**src/hdl/vec_pkg.sv**
```systemverilog
package vec_pkg;

    // Major opcodes.
    localparam logic [6:0] OP_V     = 7'b1010111;
    localparam logic [6:0] OP_FP    = 7'b1010011;
    localparam logic [6:0] OP_M     = 7'b0001011;
    localparam logic [6:0] LOAD_FP  = 7'b0000111;
    localparam logic [6:0] STORE_FP = 7'b0100111;
    localparam logic [6:0] BRANCH   = 7'b1100011;
    localparam logic [6:0] JALR     = 7'b1100111;

    // Vector arithmetic funct6 codes.
    localparam logic [5:0] VFADD      = 6'b000000;
    localparam logic [5:0] VFSUB      = 6'b000010;
    localparam logic [5:0] VFMIN      = 6'b000100;
    localparam logic [5:0] VFMAX      = 6'b000110;
    localparam logic [5:0] VFSGNJ     = 6'b001000;
    localparam logic [5:0] VFSGNJN    = 6'b001001;
    localparam logic [5:0] VFSGNJX    = 6'b001010;
    localparam logic [5:0] VSLIDEUP   = 6'b001110;
    localparam logic [5:0] VSLIDEDOWN = 6'b001111;
    localparam logic [5:0] VFUNARY0   = 6'b010010;
    localparam logic [5:0] VFUNARY1   = 6'b010011;
    localparam logic [5:0] VMFEQ      = 6'b011000;
    localparam logic [5:0] VMFLE      = 6'b011001;
    localparam logic [5:0] VMFLT      = 6'b011011;
    localparam logic [5:0] VFMUL      = 6'b100100;
    localparam logic [5:0] VFMADD     = 6'b101000;
    localparam logic [5:0] VFNMADD    = 6'b101001;
    localparam logic [5:0] VFMSUB     = 6'b101010;
    localparam logic [5:0] VFNMSUB    = 6'b101011;
    localparam logic [5:0] VFMACC     = 6'b101100;
    localparam logic [5:0] VFNMACC    = 6'b101101;
    localparam logic [5:0] VFMSAC     = 6'b101110;
    localparam logic [5:0] VFNMSAC    = 6'b101111;
    localparam logic [5:0] VSKEW      = 6'b110000;
    localparam logic [5:0] VTRANSPOSE = 6'b110001;
    localparam logic [5:0] VIDENTITY  = 6'b110010;

    // Unary operations, selected by the vs1 field.
    localparam logic [4:0] VFCVTXF = 5'b00001;
    localparam logic [4:0] VFCVTFX = 5'b00011;
    localparam logic [4:0] VFCLASS = 5'b10000;

    // Functional unit selects. Codes 1 to 7 are the single-cycle units.
    localparam logic [4:0] FSGNJ     = 5'b00001;
    localparam logic [4:0] FSGNJN    = 5'b00010;
    localparam logic [4:0] FSGNJX    = 5'b00011;
    localparam logic [4:0] FCMPEQ    = 5'b00100;
    localparam logic [4:0] FCMPLE    = 5'b00101;
    localparam logic [4:0] FCMPLT    = 5'b00110;
    localparam logic [4:0] FCLASS    = 5'b00111;
    localparam logic [4:0] FMIN      = 5'b01000;
    localparam logic [4:0] FMAX      = 5'b01001;
    localparam logic [4:0] FADD      = 5'b01010;
    localparam logic [4:0] FSUB      = 5'b01011;
    localparam logic [4:0] FCVTWS    = 5'b01100;
    localparam logic [4:0] FCVTSW    = 5'b01101;
    localparam logic [4:0] SLIDEUP   = 5'b01110;
    localparam logic [4:0] SLIDEDOWN = 5'b01111;
    localparam logic [4:0] FMUL      = 5'b10000;
    localparam logic [4:0] FMADD     = 5'b10001;
    localparam logic [4:0] FNMADD    = 5'b10010;
    localparam logic [4:0] FMSUB     = 5'b10011;
    localparam logic [4:0] FNMSUB    = 5'b10100;
    localparam logic [4:0] SKEW      = 5'b11000;
    localparam logic [4:0] TRANSPOSE = 5'b11001;
    localparam logic [4:0] IDENTITY  = 5'b11010;

    // Writeback sources, one-hot, ordered by the stage that has the result.
    localparam logic [4:0] WB_FAST   = 5'b00001;
    localparam logic [4:0] WB_LOAD   = 5'b00010;
    localparam logic [4:0] WB_ALU    = 5'b00100;
    localparam logic [4:0] WB_FP     = 5'b01000;
    localparam logic [4:0] WB_MATRIX = 5'b10000;

    typedef struct packed {
        logic [5:0] funct6;
        logic       vm;
        logic [4:0] vs2;
        logic [4:0] vs1;
        logic [2:0] funct3;
        logic [4:0] vd;
        logic [6:0] opcode;
    } arith_fmt_t;

    typedef struct packed {
        logic [6:0] imm_hi;
        logic [4:0] rs2;
        logic [4:0] rs1;
        logic [2:0] funct3;
        logic [4:0] imm_lo;
        logic [6:0] opcode;
    } mem_fmt_t;

    typedef union packed {
        arith_fmt_t arith;
        mem_fmt_t   mem;
    } vec_instr_u;

    typedef struct packed {
        logic [4:0]  vd_addr;
        logic [4:0]  vs1_addr;
        logic [4:0]  vs2_addr;
        logic [4:0]  vs3_addr;
        logic [4:0]  func_sel;
        logic [2:0]  funct3;
        logic [4:0]  wb_sel;
        logic        masking;
        logic        reg_we;
        logic        jump;
        logic        branch;
        logic        mem_write;
        logic [11:0] mem_addr;
    } issue_ctrl_t;

    typedef struct packed {
        logic       valid;
        logic [4:0] vd_addr;
        logic       reg_we;
        logic [4:0] wb_sel;
    } stage_ctrl_t;

    typedef struct packed {
        stage_ctrl_t ex1;
        stage_ctrl_t ex2;
        stage_ctrl_t ex3;
    } exec_stages_t;

endpackage

```
**src/hdl/vec_decoder.sv**
```systemverilog
module vec_decoder (
    input  vec_pkg::vec_instr_u   instr,
    input  logic                  instr_valid,
    input  vec_pkg::exec_stages_t stages,
    output vec_pkg::issue_ctrl_t  issue,
    output logic                  issue_valid,
    output logic                  stall
);

    import vec_pkg::*;

    logic [6:0]  opcode;
    logic [5:0]  funct6;
    logic [2:0]  funct3;
    logic [4:0]  dest;
    logic [4:0]  src1;
    logic [4:0]  src2;
    logic [11:0] split_imm;
    logic [11:0] upper_imm;
    logic        accumulate;
    logic [4:0]  vs1_addr;
    logic [4:0]  vs2_addr;
    logic [4:0]  vs3_addr;
    logic [4:0]  func_sel;
    logic [4:0]  wb_sel;
    logic        is_store;
    logic        is_branch;
    logic        is_jump;
    logic        hazard_ex1;
    logic        hazard_ex2;
    logic        hazard_ex3;

    // True when any of the three sources matches the register a stage will write.
    function automatic logic reads_stage(
        input stage_ctrl_t s,
        input logic [4:0]  a1,
        input logic [4:0]  a2,
        input logic [4:0]  a3
    );
        logic match;
        match = (a1 == s.vd_addr) || (a2 == s.vd_addr) || (a3 == s.vd_addr);
        return s.valid && s.reg_we && match;
    endfunction

    assign opcode = instr.arith.opcode;
    assign funct6 = instr.arith.funct6;
    assign funct3 = instr.arith.funct3;
    assign dest   = instr.arith.vd;
    assign src1   = instr.arith.vs1;
    assign src2   = instr.arith.vs2;

    // Stores and branches split their offset around the rd field.
    assign split_imm = {instr.mem.imm_hi, instr.mem.imm_lo};
    assign upper_imm = {instr.mem.imm_hi, instr.mem.rs2};

    // The accumulate forms keep the addend in vd, so vd becomes a source.
    assign accumulate = (opcode == OP_V) &&
                        ((funct6 == VFMACC) || (funct6 == VFNMACC) ||
                         (funct6 == VFMSAC) || (funct6 == VFNMSAC));

    assign vs1_addr = src1;
    assign vs2_addr = accumulate ? dest : src2;
    assign vs3_addr = (opcode == OP_M) ? instr[31:27] :
                      accumulate       ? src2         : dest;

    always_comb begin
        func_sel = '0;
        case (opcode)
            OP_V: begin
                case (funct6)
                    VFADD:      func_sel = FADD;
                    VFSUB:      func_sel = FSUB;
                    VFMIN:      func_sel = FMIN;
                    VFMAX:      func_sel = FMAX;
                    VFSGNJ:     func_sel = FSGNJ;
                    VFSGNJN:    func_sel = FSGNJN;
                    VFSGNJX:    func_sel = FSGNJX;
                    VSLIDEUP:   func_sel = SLIDEUP;
                    VSLIDEDOWN: func_sel = SLIDEDOWN;
                    VMFEQ:      func_sel = FCMPEQ;
                    VMFLE:      func_sel = FCMPLE;
                    VMFLT:      func_sel = FCMPLT;
                    VFMUL:      func_sel = FMUL;
                    VFMADD:     func_sel = FMADD;
                    VFNMADD:    func_sel = FNMADD;
                    VFMSUB:     func_sel = FMSUB;
                    VFNMSUB:    func_sel = FNMSUB;
                    VFMACC:     func_sel = FMADD;
                    VFNMACC:    func_sel = FNMADD;
                    VFMSAC:     func_sel = FMSUB;
                    VFNMSAC:    func_sel = FNMSUB;
                    VSKEW:      func_sel = SKEW;
                    VTRANSPOSE: func_sel = TRANSPOSE;
                    VIDENTITY:  func_sel = IDENTITY;
                    VFUNARY0: begin
                        case (src1)
                            VFCVTXF: func_sel = FCVTWS;
                            VFCVTFX: func_sel = FCVTSW;
                            default: func_sel = '0;
                        endcase
                    end
                    VFUNARY1: begin
                        if (src1 == VFCLASS) begin
                            func_sel = FCLASS;
                        end
                    end
                    default:    func_sel = '0;
                endcase
            end
            BRANCH: begin
                case (funct3)
                    3'b000:  func_sel = FCMPEQ;
                    3'b100:  func_sel = FCMPLT;
                    default: func_sel = '0;
                endcase
            end
            default: func_sel = '0;
        endcase
    end

    always_comb begin
        case (opcode)
            LOAD_FP: wb_sel = WB_LOAD;
            OP_V:    wb_sel = (func_sel[4:3] == 2'b00) ? WB_ALU : WB_FAST;
            OP_FP:   wb_sel = WB_FP;
            OP_M:    wb_sel = WB_MATRIX;
            BRANCH:  wb_sel = WB_FAST;
            default: wb_sel = '0;
        endcase
    end

    assign is_store  = (opcode == STORE_FP);
    assign is_branch = (opcode == BRANCH);
    assign is_jump   = (opcode == JALR);

    always_comb begin
        issue.vd_addr   = dest;
        issue.vs1_addr  = vs1_addr;
        issue.vs2_addr  = vs2_addr;
        issue.vs3_addr  = vs3_addr;
        issue.func_sel  = func_sel;
        issue.funct3    = funct3;
        issue.wb_sel    = wb_sel;
        issue.masking   = instr.arith.vm;
        issue.reg_we    = ~is_store & ~is_jump & ~is_branch;
        issue.jump      = is_jump;
        issue.branch    = is_branch;
        issue.mem_write = is_store;
        issue.mem_addr  = (is_branch || is_store) ? split_imm : upper_imm;
    end

    // A result in ex1 is only ready for the fast path. Ex2 has loads ready as
    // well, and by ex3 only the matrix unit is still busy.
    assign hazard_ex1 = reads_stage(stages.ex1, vs1_addr, vs2_addr, vs3_addr) &&
                        (|stages.ex1.wb_sel[4:1]);
    assign hazard_ex2 = reads_stage(stages.ex2, vs1_addr, vs2_addr, vs3_addr) &&
                        (|stages.ex2.wb_sel[4:2]);
    assign hazard_ex3 = reads_stage(stages.ex3, vs1_addr, vs2_addr, vs3_addr) &&
                        stages.ex3.wb_sel[4];

    assign stall       = instr_valid && (hazard_ex1 || hazard_ex2 || hazard_ex3);
    assign issue_valid = instr_valid && !stall;

endmodule

```
**src/hdl/vec_exec_tracker.sv**
```systemverilog
module vec_exec_tracker (
    input  logic                  clk,
    input  logic                  reset,
    input  logic                  issue_valid,
    input  vec_pkg::issue_ctrl_t  issue,
    output vec_pkg::exec_stages_t stages,
    output logic                  retire_valid,
    output logic [4:0]            retire_addr,
    output logic                  retire_we
);

    import vec_pkg::*;

    stage_ctrl_t ex1;
    stage_ctrl_t ex2;
    stage_ctrl_t ex3;
    stage_ctrl_t entry;

    // Only the fields the hazard check and the retire port need are kept.
    function automatic stage_ctrl_t make_entry(
        input logic        valid,
        input issue_ctrl_t ctrl
    );
        stage_ctrl_t e;
        e.valid   = valid;
        e.vd_addr = ctrl.vd_addr;
        e.reg_we  = ctrl.reg_we;
        e.wb_sel  = ctrl.wb_sel;
        return e;
    endfunction

    assign entry = make_entry(issue_valid, issue);

    always_ff @(posedge clk) begin
        if (reset) begin
            ex1.valid <= 1'b0;
            ex2.valid <= 1'b0;
            ex3.valid <= 1'b0;
        end else begin
            // A cycle without an issue pushes a bubble into ex1.
            ex1.valid <= entry.valid;
            ex2.valid <= ex1.valid;
            ex3.valid <= ex2.valid;
        end
    end

    always_ff @(posedge clk) begin
        ex1.vd_addr <= entry.vd_addr;
        ex1.reg_we  <= entry.reg_we;
        ex1.wb_sel  <= entry.wb_sel;

        ex2.vd_addr <= ex1.vd_addr;
        ex2.reg_we  <= ex1.reg_we;
        ex2.wb_sel  <= ex1.wb_sel;

        ex3.vd_addr <= ex2.vd_addr;
        ex3.reg_we  <= ex2.reg_we;
        ex3.wb_sel  <= ex2.wb_sel;
    end

    assign stages.ex1 = ex1;
    assign stages.ex2 = ex2;
    assign stages.ex3 = ex3;

    // The instruction in ex3 leaves the pipeline at the next edge.
    assign retire_valid = ex3.valid;
    assign retire_addr  = ex3.vd_addr;
    assign retire_we    = ex3.reg_we;

endmodule

```
**src/hdl/vec_issue_front.sv**
```systemverilog
module vec_issue_front (
    input  logic                 clk,
    input  logic                 reset,
    input  vec_pkg::vec_instr_u  instr,
    input  logic                 instr_valid,
    output logic                 stall,
    output logic                 issue_valid,
    output vec_pkg::issue_ctrl_t issue,
    output logic                 retire_valid,
    output logic [4:0]           retire_addr,
    output logic                 retire_we
);

    import vec_pkg::*;

    // Stage contents fed back from the tracker for the hazard check.
    exec_stages_t stages;

    vec_decoder u_decoder (
        .instr       (instr),
        .instr_valid (instr_valid),
        .stages      (stages),
        .issue       (issue),
        .issue_valid (issue_valid),
        .stall       (stall)
    );

    vec_exec_tracker u_tracker (
        .clk          (clk),
        .reset        (reset),
        .issue_valid  (issue_valid),
        .issue        (issue),
        .stages       (stages),
        .retire_valid (retire_valid),
        .retire_addr  (retire_addr),
        .retire_we    (retire_we)
    );

endmodule

```
**config.mk**
```make
export PLATFORM = sky130hd
export DESIGN_NAME = vec_issue_front
export DESIGN_NICKNAME = d
export VERILOG_FILES = /design/src/hdl/vec_pkg.sv /design/src/hdl/vec_decoder.sv /design/src/hdl/vec_exec_tracker.sv /design/src/hdl/vec_issue_front.sv
export SDC_FILE = /design/constraint.sdc
export NUM_CORES = 1
export LEC_CHECK = 0
export ABC_AREA = 0
export BUFFER_PORTS_ARGS = -buffer_cell sky130_fd_sc_hd__buf_2
export CORE_MARGIN = 10
export CORE_UTILIZATION = 55
export DETAILED_ROUTE_END_ITERATION = 16
export GPL_ROUTABILITY_DRIVEN = 0
export PLACE_DENSITY = 0.86
export SLEW_MARGIN = 20
export SYNTH_ARGS = -nofsm -noshare
export SYNTH_HDL_FRONTEND = slang
export SYNTH_SLANG_ARGS = --single-unit
```
**constraint.sdc**
```tcl
create_clock -name clk -period 5.9 [get_ports clk]
set_input_delay 1.18 -clock clk [delete_from_list [all_inputs] [get_ports clk]]
set_output_delay 1.18 -clock clk [all_outputs]
set_load 0.05 [all_outputs]
```
==> run summary <==
Status = complete, no violations
Area post-placement = 3120 um^2
Number of I/O port buffers = 90
Max_cap viols = 0
Number of buffers added for setup after CTS = 0
Switching Share = 0.369
Vias = 3199
Ys async rst share = 0
Pre-antenna DRT Iters = 5
Total gr overflow = 0
PostCTS Resize Cnt = 0
Post-CTS Hold Buffers = 0
Gate Count Post-Synth = 395
Worst Hold Class = register to register
Slew margin rel. = 0.226
HP Start = u_tracker.stages[28]
DP HPWL = 7230 um
Mean post-synth cell area = 7.39 um^2
Reg2reg path depth = 5
Distinct cells, synth = 67
CP max stage delay = 0.67 ns
FF+latch count, synth = 29
DIE AREA = 8620 um^2
Final Setup Violations = 0
CTS tree = done
Post-route cell area = 3240 um^2
Worst setup EP type = primary output
Via density = 6.35
Htree depth = 2
Vias in the first global route = 3059
Startpoint Class = input pin
Worst Clk Skew = 0.00643 ns
Post-synth EDFFs = 0
Comb power frac = 0.310
DRT Wirelength = 9730 um
Cell chain of the critical path = buf_2, nand4b_1, or4_4, and2_4, a221o_1, a22o_1, o311ai_4, o21a_1, buf_2
Hold endpoint = u_tracker.stages[16]
Yosys warning count = 0
Mapped Nets = 430
Sequential element share of the synthesized area = 0.199
Die span in y = 92.9 um
VDD IR max = 112 uV
Worst path bufs/invs = 2
Sequential Area = 581 um^2
First DRT Iteration DRCs = 447
Fin Setup TNS = 0 ns
Initial antenna violation count = 0
First-pass GRT wire length = 15600 um
Largest fanout on the critical path = 12
Worst skew pair latency = 0.29 ns
Crit path arrival time = 3.92 ns
Setup Crit Path Kind = input pin to primary output
RSZ-0062 raised after global routing = no
Reg clk slew, reported paths = 0.07 ns
I/O Pins = 94
R2r startpoint = u_tracker.stages[15]
Max-slew violation count = 0
Worst-Margin Slew = 1.15 ns
Min cycle time layout = 5.10 ns
Crit path required time = 4.72 ns
Rows = 26
Period utilization = 0.864
Final ANT Viol Nets = 0
Clock buffer count from CTS = 5
Layout cells sized above 1 = 0.258
DRC = 0
CTS sink cnt = 29
Core Area = 5140 um^2
GRT Total Usage = 0.220
Tot Pwr = 636 uW
Initial Util = 0.568
Final Net Count = 468
Pwr dens = 196 nW/um^2
Drt wl/cell = 19.3 um
Number of fill cells = 462
Flop pwr share = 0.347
Fmax = 196 MHz
Hold Path Stages = 0
Netlist Area Pre-Place = 2920 um^2
Final Hold Fails = 0
Clock power frac = 0.343
Top delay family on crit path = simple AND/OR/NAND/NOR gates
Multi-input gate area = 1890 um^2
Most used flip-flop cell after synthesis = dfxtp_1
Net switching power figure = 235 uW
Area Growth Syn to Fin = 11.1%
Maximum root-to-sink buffer count = 2
Antenna diodes = 0
Crit Reg-Reg Endpoint = u_tracker.stages[35]
Largest net degree at the start of global routing = 26
CP max stage cell = or4_4
Static Leak = 1.45 nW
Root Buffer = clkbuf_8
Internal power = 402 uW
Register-to-register setup slack = 3.62 ns
Hold WS = 0.357 ns
Crit-path most repeated cell = buf_2
Die W = 92.9 um
routing by layer:
layer	wire length, um	track usage
met5	0	0
met3	1320	0.0839
met2	4050	0.313
met4	434	0.120
met1	3920	0.278
synth_stat cells, types with 2 or more instances:
cell / count / area [um^2]
o211ai_1: 2 / 15.0
a22o_1: 2 / 17.5
o21ai_0: 17 / 85.1
o31ai_1: 6 / 45.0
buf_4: 29 / 218
a211oi_1: 4 / 30.0
nor2_1: 20 / 75.1
buf_2: 4 / 20.0
or2_2: 2 / 12.5
nand4_1: 7 / 43.8
a21oi_1: 15 / 75.1
nand2b_1: 5 / 31.3
nor4b_1: 2 / 17.5
buf_1: 4 / 15.0
o221ai_1: 2 / 17.5
mux2i_1: 5 / 50.1
a21o_1: 3 / 22.5
xor2_1: 27 / 236
and4b_1: 3 / 30.0
nor2b_1: 12 / 75.1
nand3b_1: 3 / 22.5
inv_1: 28 / 105
nand4b_1: 5 / 43.8
nor3_1: 13 / 65.1
nand2_1: 25 / 93.8
nand3_1: 11 / 55.1
a31oi_1: 5 / 31.3
and3_1: 3 / 18.8
or4_2: 2 / 17.5
o2bb2ai_1: 3 / 26.3
a311oi_1: 2 / 17.5
o22ai_1: 6 / 37.5
a221oi_1: 7 / 61.3
nor4_1: 9 / 56.3
clkbuf_1: 22 / 82.6
xnor2_1: 13 / 114
o21a_1: 3 / 22.5
and2_1: 3 / 18.8
dfxtp_1: 29 / 581
a222oi_1: 5 / 50.1
how the worst max path moves through the flow:
stage,from,to,slack [ns],cells after the start
after floorplan,instr[3],issue_valid,0.80,9
after global placement,instr[3],stall,0.87,9
after detailed placement,instr[3],stall,0.82,9
after CTS,instr[3],stall,0.82,9
after global routing,instr[3],stall,0.67,9
final,instr[3],stall,0.80,9
state kept, by name, summed over array words and instances, names as in the netlist:
name and cells:
u_tracker.stages 22, u_tracker.retire_addr 5, u_tracker.retire_valid 1, u_tracker.retire_we 1
power by group through the flow:
stage | registers (mW) | logic (mW) | clock network [mW]
floorplan | 0.212 | 0.164 | 0
global placement | 0.223 | 0.191 | 0
detailed placement | 0.224 | 0.194 | 0
CTS | 0.219 | 0.195 | 0.217
global route | 0.221 | 0.212 | 0.227
finish | 0.221 | 0.197 | 0.218
worst register-to-register path, cell delays in order (launching register included):
cell and delay, ns:
dfxtp_1 0.30, o311ai_0 0.96, nor4_1 0.17, a31oi_1 0.29, o211ai_1 0.20, nor4_1 0.26
cells by family after synthesis:
family / synth area share
simple gates: 0.257
mux: 0.0171
buf+inv: 0.154
xor+xnor: 0.120
flops: 0.199
compound gates: 0.253
layout by cell type, fill, tap and decap left out, types with 3 or more instances in the layout:
| cell | synthesis | routed |
|---|---|---|
| o2bb2ai_1 | 3 | 3 |
| nor4_1 | 9 | 9 |
| nand3b_1 | 3 | 3 |
| o22ai_1 | 6 | 6 |
| mux2i_1 | 5 | 5 |
| a31oi_1 | 5 | 5 |
| nor3_1 | 13 | 13 |
| xor2_1 | 27 | 27 |
| nand4_1 | 7 | 7 |
| and2_1 | 3 | 3 |
| a21oi_1 | 15 | 15 |
| a222oi_1 | 5 | 5 |
| nand4b_1 | 5 | 5 |
| and3_1 | 3 | 3 |
| and4b_1 | 3 | 3 |
| a211oi_1 | 4 | 4 |
| nor2b_1 | 12 | 12 |
| o21ai_0 | 17 | 17 |
| dfxtp_1 | 29 | 29 |
| xnor2_1 | 13 | 13 |
| nand3_1 | 11 | 11 |
| o31ai_1 | 6 | 6 |
| nand2b_1 | 5 | 5 |
| nand2_1 | 25 | 25 |
| buf_2 | 4 | 90 |
| o21a_1 | 3 | 3 |
| inv_1 | 28 | 28 |
| a21o_1 | 3 | 3 |
| clkbuf_8 | 0 | 6 |
| nor2_1 | 20 | 20 |
| a221oi_1 | 7 | 7 |
cell type report:
cell class	instances	area share
multi-input cells	277	0.582
clock buffers	6	0.0255
repair buffers	91	0.141
well taps	70	0.0270
flip-flops and latches	29	0.179
inverters	29	0.0336
clock inverters	2	0.0116
through the flow:
step	std cells	setup slack, ns	utilization
after floorplan	395	0.802	-
after global placement	496	0.866	0.608
after detailed placement	496	0.822	0.608
after CTS	504	0.818	0.631
after global routing	504	0.671	0.631
final	504	0.802	0.631
Note: power is estimated with default switching activity, not from simulation.
